==> src/hdl/usi_macros.svh <==
//----------------------------------------------------------
// USI bus widths and block map field position
//----------------------------------------------------------
`ifndef USI_MACROS_SVH
`define USI_MACROS_SVH

// Bus word and address
`define USI_DATA_W 32
`define USI_ADRS_W 32

// Block map field, bits 19..16 of the bus address
`define BLOCK_MAP_W 4
`define BLOCK_MAP_LSB 16

// CSR field and the part a block actually decodes
`define CSR_ADRS_W 16
`define CSR_ACTIVE_W 8

`endif
==> src/hdl/usiBusPkg.sv <==
//----------------------------------------------------------
// USI bus word, address and CSR field types
//----------------------------------------------------------
`include "usi_macros.svh"

package usiBusPkg;

	//----------------------------------------------------------
	// Bus payload
	//----------------------------------------------------------
	typedef logic [`USI_DATA_W-1:0] usiData_t;
	typedef logic [`USI_ADRS_W-1:0] usiAdrs_t;

	//----------------------------------------------------------
	// Address fields inside a block
	//----------------------------------------------------------
	// Full CSR address, bits 15..0
	typedef logic [`CSR_ADRS_W-1:0] csrAdrs_t;

	// Low CSR bits, upper bits alias
	typedef logic [`CSR_ACTIVE_W-1:0] csrActive_t;

endpackage

==> src/hdl/blockMapPkg.sv <==
//----------------------------------------------------------
// Block map codes and per-block register indices
//----------------------------------------------------------
`include "usi_macros.svh"

package blockMapPkg;
	import usiBusPkg::*;

	// Block codes, other values are unmapped
	typedef enum logic [`BLOCK_MAP_W-1:0] {
		GPIO_BLOCK    = 1,
		SCRATCH_BLOCK = 2
	} blockMap_t;

	// GPIO register indices
	typedef enum csrActive_t {
		GPIO_LED = 0,
		GPIO_RGB = 1
	} gpioReg_t;

	// Scratch bank size and its index
	localparam int SCRATCH_WORDS = 4;
	typedef logic [$clog2(SCRATCH_WORDS)-1:0] scratchIdx_t;

endpackage

==> src/hdl/usiSlaveIf.sv <==
//----------------------------------------------------------
// One decoded USI access to a slave and its read return
//----------------------------------------------------------
`timescale 1ns/1ps

interface usiSlaveIf import usiBusPkg::*; ();

	// Decoder to slave, registered
	usiData_t   wrData;
	csrActive_t csrAdrs;
	logic       wrStrobe;
	logic       rdStrobe;

	// Slave to merge, registered in the slave
	usiData_t   rdData;
	logic       rdValid;

	modport decoder (
		output wrData, csrAdrs, wrStrobe, rdStrobe
	);

	modport block (
		input  wrData, csrAdrs, wrStrobe, rdStrobe,
		output rdData, rdValid
	);

	modport merge (
		input  rdData, rdValid
	);

endinterface

==> src/hdl/gpioBlock.sv <==
//----------------------------------------------------------
// LED and RGB LED control registers with read-back
//----------------------------------------------------------
`timescale 1ns/1ps

module gpioBlock
	import usiBusPkg::*;
	import blockMapPkg::*;
(
	input  logic       clk,
	input  logic       rst,
	usiSlaveIf.block   bus,
	output logic [1:0] led,
	output logic       ledR,
	output logic       ledG,
	output logic       ledB
);

	logic [1:0] ledReg;
	logic [2:0] rgbReg;
	usiData_t   rdWord;

	//----------------------------------------------------------
	// Register writes
	//----------------------------------------------------------
	always_ff @(posedge clk)
	begin
		if (rst)
		begin
			ledReg <= '0;
			rgbReg <= '0;
		end
		else if (bus.wrStrobe)
		begin
			case (gpioReg_t'(bus.csrAdrs))
				GPIO_LED: ledReg <= bus.wrData[1:0];
				GPIO_RGB: rgbReg <= bus.wrData[2:0];
				default: ;
			endcase
		end
	end

	//----------------------------------------------------------
	// Read-back
	//----------------------------------------------------------
	// Zero-extended, unknown index reads zero
	always_comb
	begin
		rdWord = '0;
		case (gpioReg_t'(bus.csrAdrs))
			GPIO_LED: rdWord[1:0] = ledReg;
			GPIO_RGB: rdWord[2:0] = rgbReg;
			default: ;
		endcase
	end

	always_ff @(posedge clk)
	begin
		if (bus.rdStrobe)
			bus.rdData <= rdWord;
	end

	always_ff @(posedge clk)
	begin
		if (rst)
			bus.rdValid <= 1'b0;
		else
			bus.rdValid <= bus.rdStrobe;
	end

	// R on bit 0, then G, then B
	assign led  = ledReg;
	assign ledR = rgbReg[0];
	assign ledG = rgbReg[1];
	assign ledB = rgbReg[2];

	noWrRd: assert property (@(posedge clk) disable iff (rst)
		!(bus.wrStrobe && bus.rdStrobe));

endmodule

==> src/hdl/scratchBlock.sv <==
//----------------------------------------------------------
// Four-word read/write scratch register bank
//----------------------------------------------------------
`timescale 1ns/1ps

module scratchBlock
	import usiBusPkg::*;
	import blockMapPkg::*;
(
	input  logic     clk,
	input  logic     rst,
	usiSlaveIf.block bus
);

	usiData_t    regs [SCRATCH_WORDS];
	scratchIdx_t idx;
	logic        inRange;

	// Indices above the bank are ignored
	assign idx     = bus.csrAdrs[$bits(scratchIdx_t)-1:0];
	assign inRange = int'(bus.csrAdrs) < SCRATCH_WORDS;

	always_ff @(posedge clk)
	begin
		if (rst)
		begin
			for (int i = 0; i < SCRATCH_WORDS; i++)
				regs[i] <= '0;
		end
		else if (bus.wrStrobe && inRange)
		begin
			regs[idx] <= bus.wrData;
		end
	end

	//----------------------------------------------------------
	// Read return
	//----------------------------------------------------------
	always_ff @(posedge clk)
	begin
		if (bus.rdStrobe)
			bus.rdData <= inRange ? regs[idx] : '0;
	end

	always_ff @(posedge clk)
	begin
		if (rst)
			bus.rdValid <= 1'b0;
		else
			bus.rdValid <= bus.rdStrobe;
	end

	// Decoder must hold strobes low through reset
	quietInReset: assert property (@(posedge clk)
		rst |=> !(bus.wrStrobe || bus.rdStrobe));

endmodule

==> src/hdl/usiDecode.sv <==
//----------------------------------------------------------
// Master select, address split and per-block strobes
//----------------------------------------------------------
`timescale 1ns/1ps
`include "usi_macros.svh"

module usiDecode
	import usiBusPkg::*;
	import blockMapPkg::*;
(
	input  logic      clk,
	input  logic      rst,
	input  logic      usiSel,
	// On-chip controller master
	input  usiAdrs_t  mcbAdrs,
	input  usiData_t  mcbWd,
	input  logic      mcbEd,
	input  logic      mcbWr,
	// External processor master
	input  usiAdrs_t  extAdrs,
	input  usiData_t  extWd,
	input  logic      extEd,
	input  logic      extWr,
	// Slaves
	usiSlaveIf.decoder gpioBus,
	usiSlaveIf.decoder scratchBus
);

	usiAdrs_t   selAdrs;
	usiData_t   selWd;
	logic       selEd;
	logic       selWr;
	csrAdrs_t   csrField;
	csrActive_t csrIdx;
	blockMap_t  blockField;
	logic       hitGpio;
	logic       hitScratch;

	usiData_t   wrDataQ;
	csrActive_t csrIdxQ;

	//----------------------------------------------------------
	// Master select and address split
	//----------------------------------------------------------
	// External port wins while usiSel is high
	assign selAdrs = usiSel ? extAdrs : mcbAdrs;
	assign selWd   = usiSel ? extWd   : mcbWd;
	assign selEd   = usiSel ? extEd   : mcbEd;
	assign selWr   = usiSel ? extWr   : mcbWr;

	assign blockField = blockMap_t'(selAdrs[`BLOCK_MAP_LSB +: `BLOCK_MAP_W]);
	assign csrField   = selAdrs[`CSR_ADRS_W-1:0];
	assign csrIdx     = csrField[`CSR_ACTIVE_W-1:0];

	// Unmapped codes hit nothing
	assign hitGpio    = selEd && (blockField == GPIO_BLOCK);
	assign hitScratch = selEd && (blockField == SCRATCH_BLOCK);

	//----------------------------------------------------------
	// Register stage
	//----------------------------------------------------------
	always_ff @(posedge clk)
	begin
		wrDataQ <= selWd;
		csrIdxQ <= csrIdx;
	end

	always_ff @(posedge clk)
	begin
		if (rst)
		begin
			gpioBus.wrStrobe    <= 1'b0;
			gpioBus.rdStrobe    <= 1'b0;
			scratchBus.wrStrobe <= 1'b0;
			scratchBus.rdStrobe <= 1'b0;
		end
		else
		begin
			gpioBus.wrStrobe    <= hitGpio && selWr;
			gpioBus.rdStrobe    <= hitGpio && !selWr;
			scratchBus.wrStrobe <= hitScratch && selWr;
			scratchBus.rdStrobe <= hitScratch && !selWr;
		end
	end

	// Payload shared by both slaves
	assign gpioBus.wrData    = wrDataQ;
	assign gpioBus.csrAdrs   = csrIdxQ;
	assign scratchBus.wrData  = wrDataQ;
	assign scratchBus.csrAdrs = csrIdxQ;

	// Only one slave sees one strobe per access
	oneStrobe: assert property (@(posedge clk) disable iff (rst)
		$onehot0({gpioBus.wrStrobe, gpioBus.rdStrobe,
			scratchBus.wrStrobe, scratchBus.rdStrobe}));

endmodule

==> src/hdl/usiReadMerge.sv <==
//----------------------------------------------------------
// Merge of slave read returns into one master return
//----------------------------------------------------------
`timescale 1ns/1ps

module usiReadMerge
	import usiBusPkg::*;
(
	usiSlaveIf.merge gpioBus,
	usiSlaveIf.merge scratchBus,
	output usiData_t usiRd,
	output logic     usiRdValid
);

	usiData_t gpioMask;
	usiData_t scratchMask;

	// Data of a slave counts only while it is valid
	assign gpioMask    = {$bits(usiData_t){gpioBus.rdValid}};
	assign scratchMask = {$bits(usiData_t){scratchBus.rdValid}};

	assign usiRd      = (gpioBus.rdData & gpioMask) | (scratchBus.rdData & scratchMask);
	assign usiRdValid = gpioBus.rdValid | scratchBus.rdValid;

	// Reads are issued one per cycle, so returns never collide
	always_comb
	begin
		oneValid: assert final (!(gpioBus.rdValid === 1'b1 &&
			scratchBus.rdValid === 1'b1));
	end

endmodule

==> src/hdl/usiSystem.sv <==
//----------------------------------------------------------
// USI register bus top with two masters and two slaves
//----------------------------------------------------------
`timescale 1ns/1ps

module usiSystem
	import usiBusPkg::*;
(
	input  logic       clk,
	input  logic       rst,
	input  logic       usiSel,
	// On-chip controller master
	input  usiAdrs_t   mcbAdrs,
	input  usiData_t   mcbWd,
	input  logic       mcbEd,
	input  logic       mcbWr,
	// External processor master
	input  usiAdrs_t   extAdrs,
	input  usiData_t   extWd,
	input  logic       extEd,
	input  logic       extWr,
	// Read return to both masters
	output usiData_t   usiRd,
	output logic       usiRdValid,
	// Board LEDs
	output logic [1:0] led,
	output logic       ledR,
	output logic       ledG,
	output logic       ledB
);

	usiSlaveIf gpioBus ();
	usiSlaveIf scratchBus ();

	//----------------------------------------------------------
	// Decode
	//----------------------------------------------------------
	usiDecode decode (
		.clk        (clk),
		.rst        (rst),
		.usiSel     (usiSel),
		.mcbAdrs    (mcbAdrs),
		.mcbWd      (mcbWd),
		.mcbEd      (mcbEd),
		.mcbWr      (mcbWr),
		.extAdrs    (extAdrs),
		.extWd      (extWd),
		.extEd      (extEd),
		.extWr      (extWr),
		.gpioBus    (gpioBus.decoder),
		.scratchBus (scratchBus.decoder)
	);

	//----------------------------------------------------------
	// Slaves and read merge
	//----------------------------------------------------------
	gpioBlock gpio (
		.clk  (clk),
		.rst  (rst),
		.bus  (gpioBus.block),
		.led  (led),
		.ledR (ledR),
		.ledG (ledG),
		.ledB (ledB)
	);

	scratchBlock scratch (
		.clk (clk),
		.rst (rst),
		.bus (scratchBus.block)
	);

	usiReadMerge merge (
		.gpioBus    (gpioBus.merge),
		.scratchBus (scratchBus.merge),
		.usiRd      (usiRd),
		.usiRdValid (usiRdValid)
	);

endmodule

==> config.mk <==
export PLATFORM = sky130hd
export DESIGN_NAME = usiSystem
export DESIGN_NICKNAME = d
export VERILOG_FILES = /design/src/hdl/usiBusPkg.sv /design/src/hdl/blockMapPkg.sv /design/src/hdl/usiSlaveIf.sv /design/src/hdl/gpioBlock.sv /design/src/hdl/scratchBlock.sv /design/src/hdl/usiDecode.sv /design/src/hdl/usiReadMerge.sv /design/src/hdl/usiSystem.sv
export VERILOG_INCLUDE_DIRS = /design/src /design/src/hdl
export SDC_FILE = /design/constraint.sdc
export NUM_CORES = 1
export LEC_CHECK = 0
export BUFFER_PORTS_ARGS = -buffer_cell sky130_fd_sc_hd__buf_2
export CELL_PAD_IN_SITES_DETAIL_PLACEMENT = 0
export CELL_PAD_IN_SITES_GLOBAL_PLACEMENT = 1
export CORE_MARGIN = 2
export CORE_UTILIZATION = 47
export CTS_BUF_LIST = sky130_fd_sc_hd__clkbuf_8
export CTS_CLUSTER_SIZE = 16
export DETAILED_ROUTE_END_ITERATION = 16
export PLACE_DENSITY = 0.82
export SLEW_MARGIN = 15
export SYNTH_ARGS = -nofsm -noshare
export SYNTH_HDL_FRONTEND = slang
export SYNTH_HIERARCHICAL = 1
export SYNTH_SLANG_ARGS = --single-unit
==> constraint.sdc <==
create_clock -name clk -period 5.55 [get_ports clk]
set_clock_uncertainty 0.2 [all_clocks]
set_input_delay 1.11 -clock clk [delete_from_list [all_inputs] [get_ports clk]]
set_output_delay 1.11 -clock clk [all_outputs]
set_load 0.02 [all_outputs]
==> impl_metrics.env <==
export IMPL_wl_met1_um=8385
export IMPL_numCtsBuffers=31
export IMPL_dp_hpwl_um=12550
export IMPL_clock_latency_ns=0.57
export IMPL_worst_setup_path_type="flip-flop to flip-flop"
export IMPL_drive_above_1_share_pct=35.54
export IMPL_cts_resized=0
export IMPL_cts_sinks=214
export IMPL_cts_htree_levels=1
export IMPL_fp_dieH_um=148.4
export IMPL_relSlewSlack_pct=33.33
export IMPL_path_delay_family="buffers and inverters"
export IMPL_die_area_um2=22030
export IMPL_synth_mux_area_share_pct=12.92
export IMPL_first_pass_iters=5
export IMPL_synth_cell_type_count=35
export IMPL_syn_to_final_growth_pct=10.75
export IMPL_r2r_end="scratch/regs[2][26]"
export IMPL_post_cts_buffers=0
export IMPL_p_leak_nw=4.017
export IMPL_core_area_um2=20360
export IMPL_timing_rr_start="decode/gpioBus.csrAdrs[1]"
export IMPL_rsz0062_at_grt="no"
export IMPL_fp_dieW_um=148.4
export IMPL_synthXorXnorAreaFrac_pct=0
export IMPL_start_util_pct=48.14
export IMPL_whs_ns=0.2861
export IMPL_period_needed_ns=3.324
export IMPL_drc=0
export IMPL_crit_top_cell="buf_4"
export IMPL_portBuffers=132
export IMPL_crit_slowest_cell="o31ai_4"
export IMPL_clk_pin_slew_ns=0.06
export IMPL_rows=52
export IMPL_required_ns=5.58
export IMPL_met3WireLength_um=1545
export IMPL_grt_max_degree=70
export IMPL_maxCapViolCount=0
export IMPL_first_global_vias=6100
export IMPL_grt_overflow=0
export IMPL_r2r_cells=5
export IMPL_crit_path_cell_trace="buf_4 > or4b_1 > buf_4 > o31ai_4 > buf_4"
export IMPL_startpoint="decode/gpioBus.csrAdrs[1]"
export IMPL_fmax_ghz=0.3008
export IMPL_routed_wl_um=19910
export IMPL_grt_pass1_wl_um=31600
export IMPL_final_cell_count_no_fill=1072
export IMPL_grtUsageTotal_pct=18.35
export IMPL_cts_hold_buffers=0
export IMPL_antenna_found_initial=0
export IMPL_dr_wl_met2_um=9600
export IMPL_vias=5777
export IMPL_vdd_drop_max_uv=208.0
export IMPL_final_common_cell="edfxtp_1"
export IMPL_dp_cells=1013
export IMPL_synth_top_area_share_pct=49.93
export IMPL_crit_cells=5
export IMPL_tightest_slew_ns=1.000
export IMPL_top_layer="met4"
export IMPL_synth_fa_ha_area_share_pct=0
export IMPL_yosys_top_cells_area="edfxtp_1 50%, dfxtp_1 10%, mux4_2 7.4%"
export IMPL_netlist_instances=701
export IMPL_end_kind="flip-flop"
export IMPL_synth_compound_area_share_pct=3.421
export IMPL_async_flop_share_pct=0
export IMPL_crit_end="scratch/regs[2][26]"
export IMPL_power_density_nw_per_um2=309.2
export IMPL_cp_arrival_ns=3.36
export IMPL_timing_setup_tns_ns=0
export IMPL_worst_path_max_fanout=37
export IMPL_finalHoldViolations=0
export IMPL_ys_flop_type="edfxtp_1"
export IMPL_drt_iter0_drc=321
export IMPL_status="complete, no violations"
export IMPL_synth_edf_count=163
export IMPL_cts_buffer_depth=3
export IMPL_io_pins=173
export IMPL_r2r_setup_slack_ns=2.23
export IMPL_layout_common_cells="163 x edfxtp_1, 132 x buf_2, 125 x nor3_1, 50 x dfxtp_1, 40 x mux2_2"
export IMPL_ant_nets=0
export IMPL_ys_warnings_count=6
export IMPL_slowest_delay_ns=0.82
export IMPL_critPathBufInv=3
export IMPL_cts_tree="built"
export IMPL_vias_per_cell=5.389
export IMPL_place_congestion=0.7523
export IMPL_finalPower_w=0.003356
export IMPL_cts_root_buffer="clkbuf_8"
export IMPL_setup_viol=0
export IMPL_ys_ff_latch=214
export IMPL_diodes=0
export IMPL_synth_top_cell_by_area="edfxtp_1"
export IMPL_fin_nets=912
export IMPL_avgSynthCellArea_um2=13.98
export IMPL_startpoint_type="flip-flop"
export IMPL_wl_per_cell_um=18.57
export IMPL_synth_top_family_by_area="simple AND/OR/NAND/NOR gates"
export IMPL_yosysSeqAreaShare_pct=60.34
export IMPL_period_share_pct=59.90
export IMPL_synth_simple_gate_area_share_pct=13.64
export IMPL_slew_violations=0
export IMPL_hold_path_class="flip-flop to flip-flop"
export IMPL_syn_area_um2=9803
-- stage by stage --
| stage | setup slack (ns) | area [µm²] | util, % |
|---|---|---|---|
| 3_3_place_gp | 2.299 | 10160 | 49.91 |
| 4_1_cts | 2.161 | 10830 | 53.18 |
| 2_1_floorplan | 1.148 | 9908 | - |
| 5_1_grt | 2.113 | 10860 | 53.31 |
| 6_report | 2.226 | 10860 | 53.31 |
| 3_5_place_dp | 2.187 | 10160 | 49.91 |
-- cell families (layout without fill, tap and decap cells) --
kind of cell           after synthesis  count (layout)
AOI/OAI and AO/OA                   39              39
buffers and inverters              138             211
DFF                                214             214
muxes                               81              81
other                                1              29
and+or+nand+nor                    228             228
-- layout make-up --
class	instances	area (µm²)
Timing Repair Buffer	149	808.3
Fill cell	1681	9508
Clock buffer	35	481.7
Inverter	4	15.01
Tap cell	270	337.8
Multi-Input combinational cell	377	3113
Clock inverter	23	183.9
Sequential cell	214	5917
-- worst min path at each step --
stage	startpoint	endpoint	slack [ns]	cells past startpoint
after floorplan	decode/gpioBus.wrData[2]	gpio/rgbReg[2]	0.25	2
after global placement	decode/gpioBus.wrData[2]	gpio/rgbReg[2]	0.27	2
after detailed placement	decode/gpioBus.wrData[2]	gpio/rgbReg[2]	0.28	2
after CTS	decode/gpioBus.wrData[2]	gpio/rgbReg[2]	0.29	2
after global routing	decode/gpioBus.wrData[2]	gpio/rgbReg[2]	0.32	2
final	decode/gpioBus.wrData[2]	gpio/rgbReg[2]	0.29	2
-- flip-flops by register name (all words and copies together) (netlist names) --
| signal | cells |
|---|---|
| decode/scratchBus.wrStrobe | 1 |
| gpio/bus.rdData | 3 |
| decode/gpioBus.csrAdrs | 8 |
| scratch/regs | 128 |
| decode/gpioBus.rdStrobe | 1 |
| decode/scratchBus.rdStrobe | 1 |
| scratch/bus.rdValid | 1 |
| scratch/bus.rdData | 32 |
| decode/gpioBus.wrStrobe | 1 |
| gpio/rgbReg | 3 |
| gpio/bus.rdValid | 1 |
| decode/gpioBus.wrData | 32 |
| gpio/led | 2 |
-- power by group --
| group | total, W | internal, W | switching [W] |
|---|---|---|---|
| Clock | 0.00130 | 0.000721 | 0.000582 |
| Combinational | 0.000242 | 0.000113 | 0.000130 |
| Sequential | 0.00181 | 0.00179 | 0.0000251 |
| Total | 0.00336 | 0.00262 | 0.000736 |
-- synth_stat cells, types with 2 or more instances --
| library cell | number |
|---|---|
| a22o_1 | 32 |
| and3_1 | 32 |
| buf_1 | 2 |
| buf_2 | 14 |
| buf_4 | 73 |
| buf_6 | 18 |
| clkbuf_1 | 27 |
| dfxtp_1 | 51 |
| edfxtp_1 | 163 |
| inv_1 | 4 |
| mux2_2 | 40 |
| mux2i_1 | 8 |
| mux4_2 | 32 |
| nand2_1 | 3 |
| nand2b_1 | 8 |
| nand3b_1 | 32 |
| nor2_1 | 6 |
| nor2b_1 | 2 |
| nor3_1 | 125 |
| nor3_2 | 4 |
| nor4_1 | 5 |
| o31ai_1 | 4 |
| or2_2 | 2 |
| or4_1 | 2 |
| or4b_1 | 2 |
-- routing by layer --
| layer | up-vias | GRT usage (%) |
|---|---|---|
| li1 | 2738 | - |
| met1 | 2775 | 24.51 |
| met2 | 237 | 30.02 |
| met3 | 27 | 3.436 |
| met4 | 0 | 7.095 |
| met5 | - | 0 |
-- worst min-delay path, stage by stage, from the launching register on --
cell,delay [ns]
dfxtp_1,0.32
nand2b_1,0.06
mux2i_1,0.05
Power figures use the tool's default switching activity.
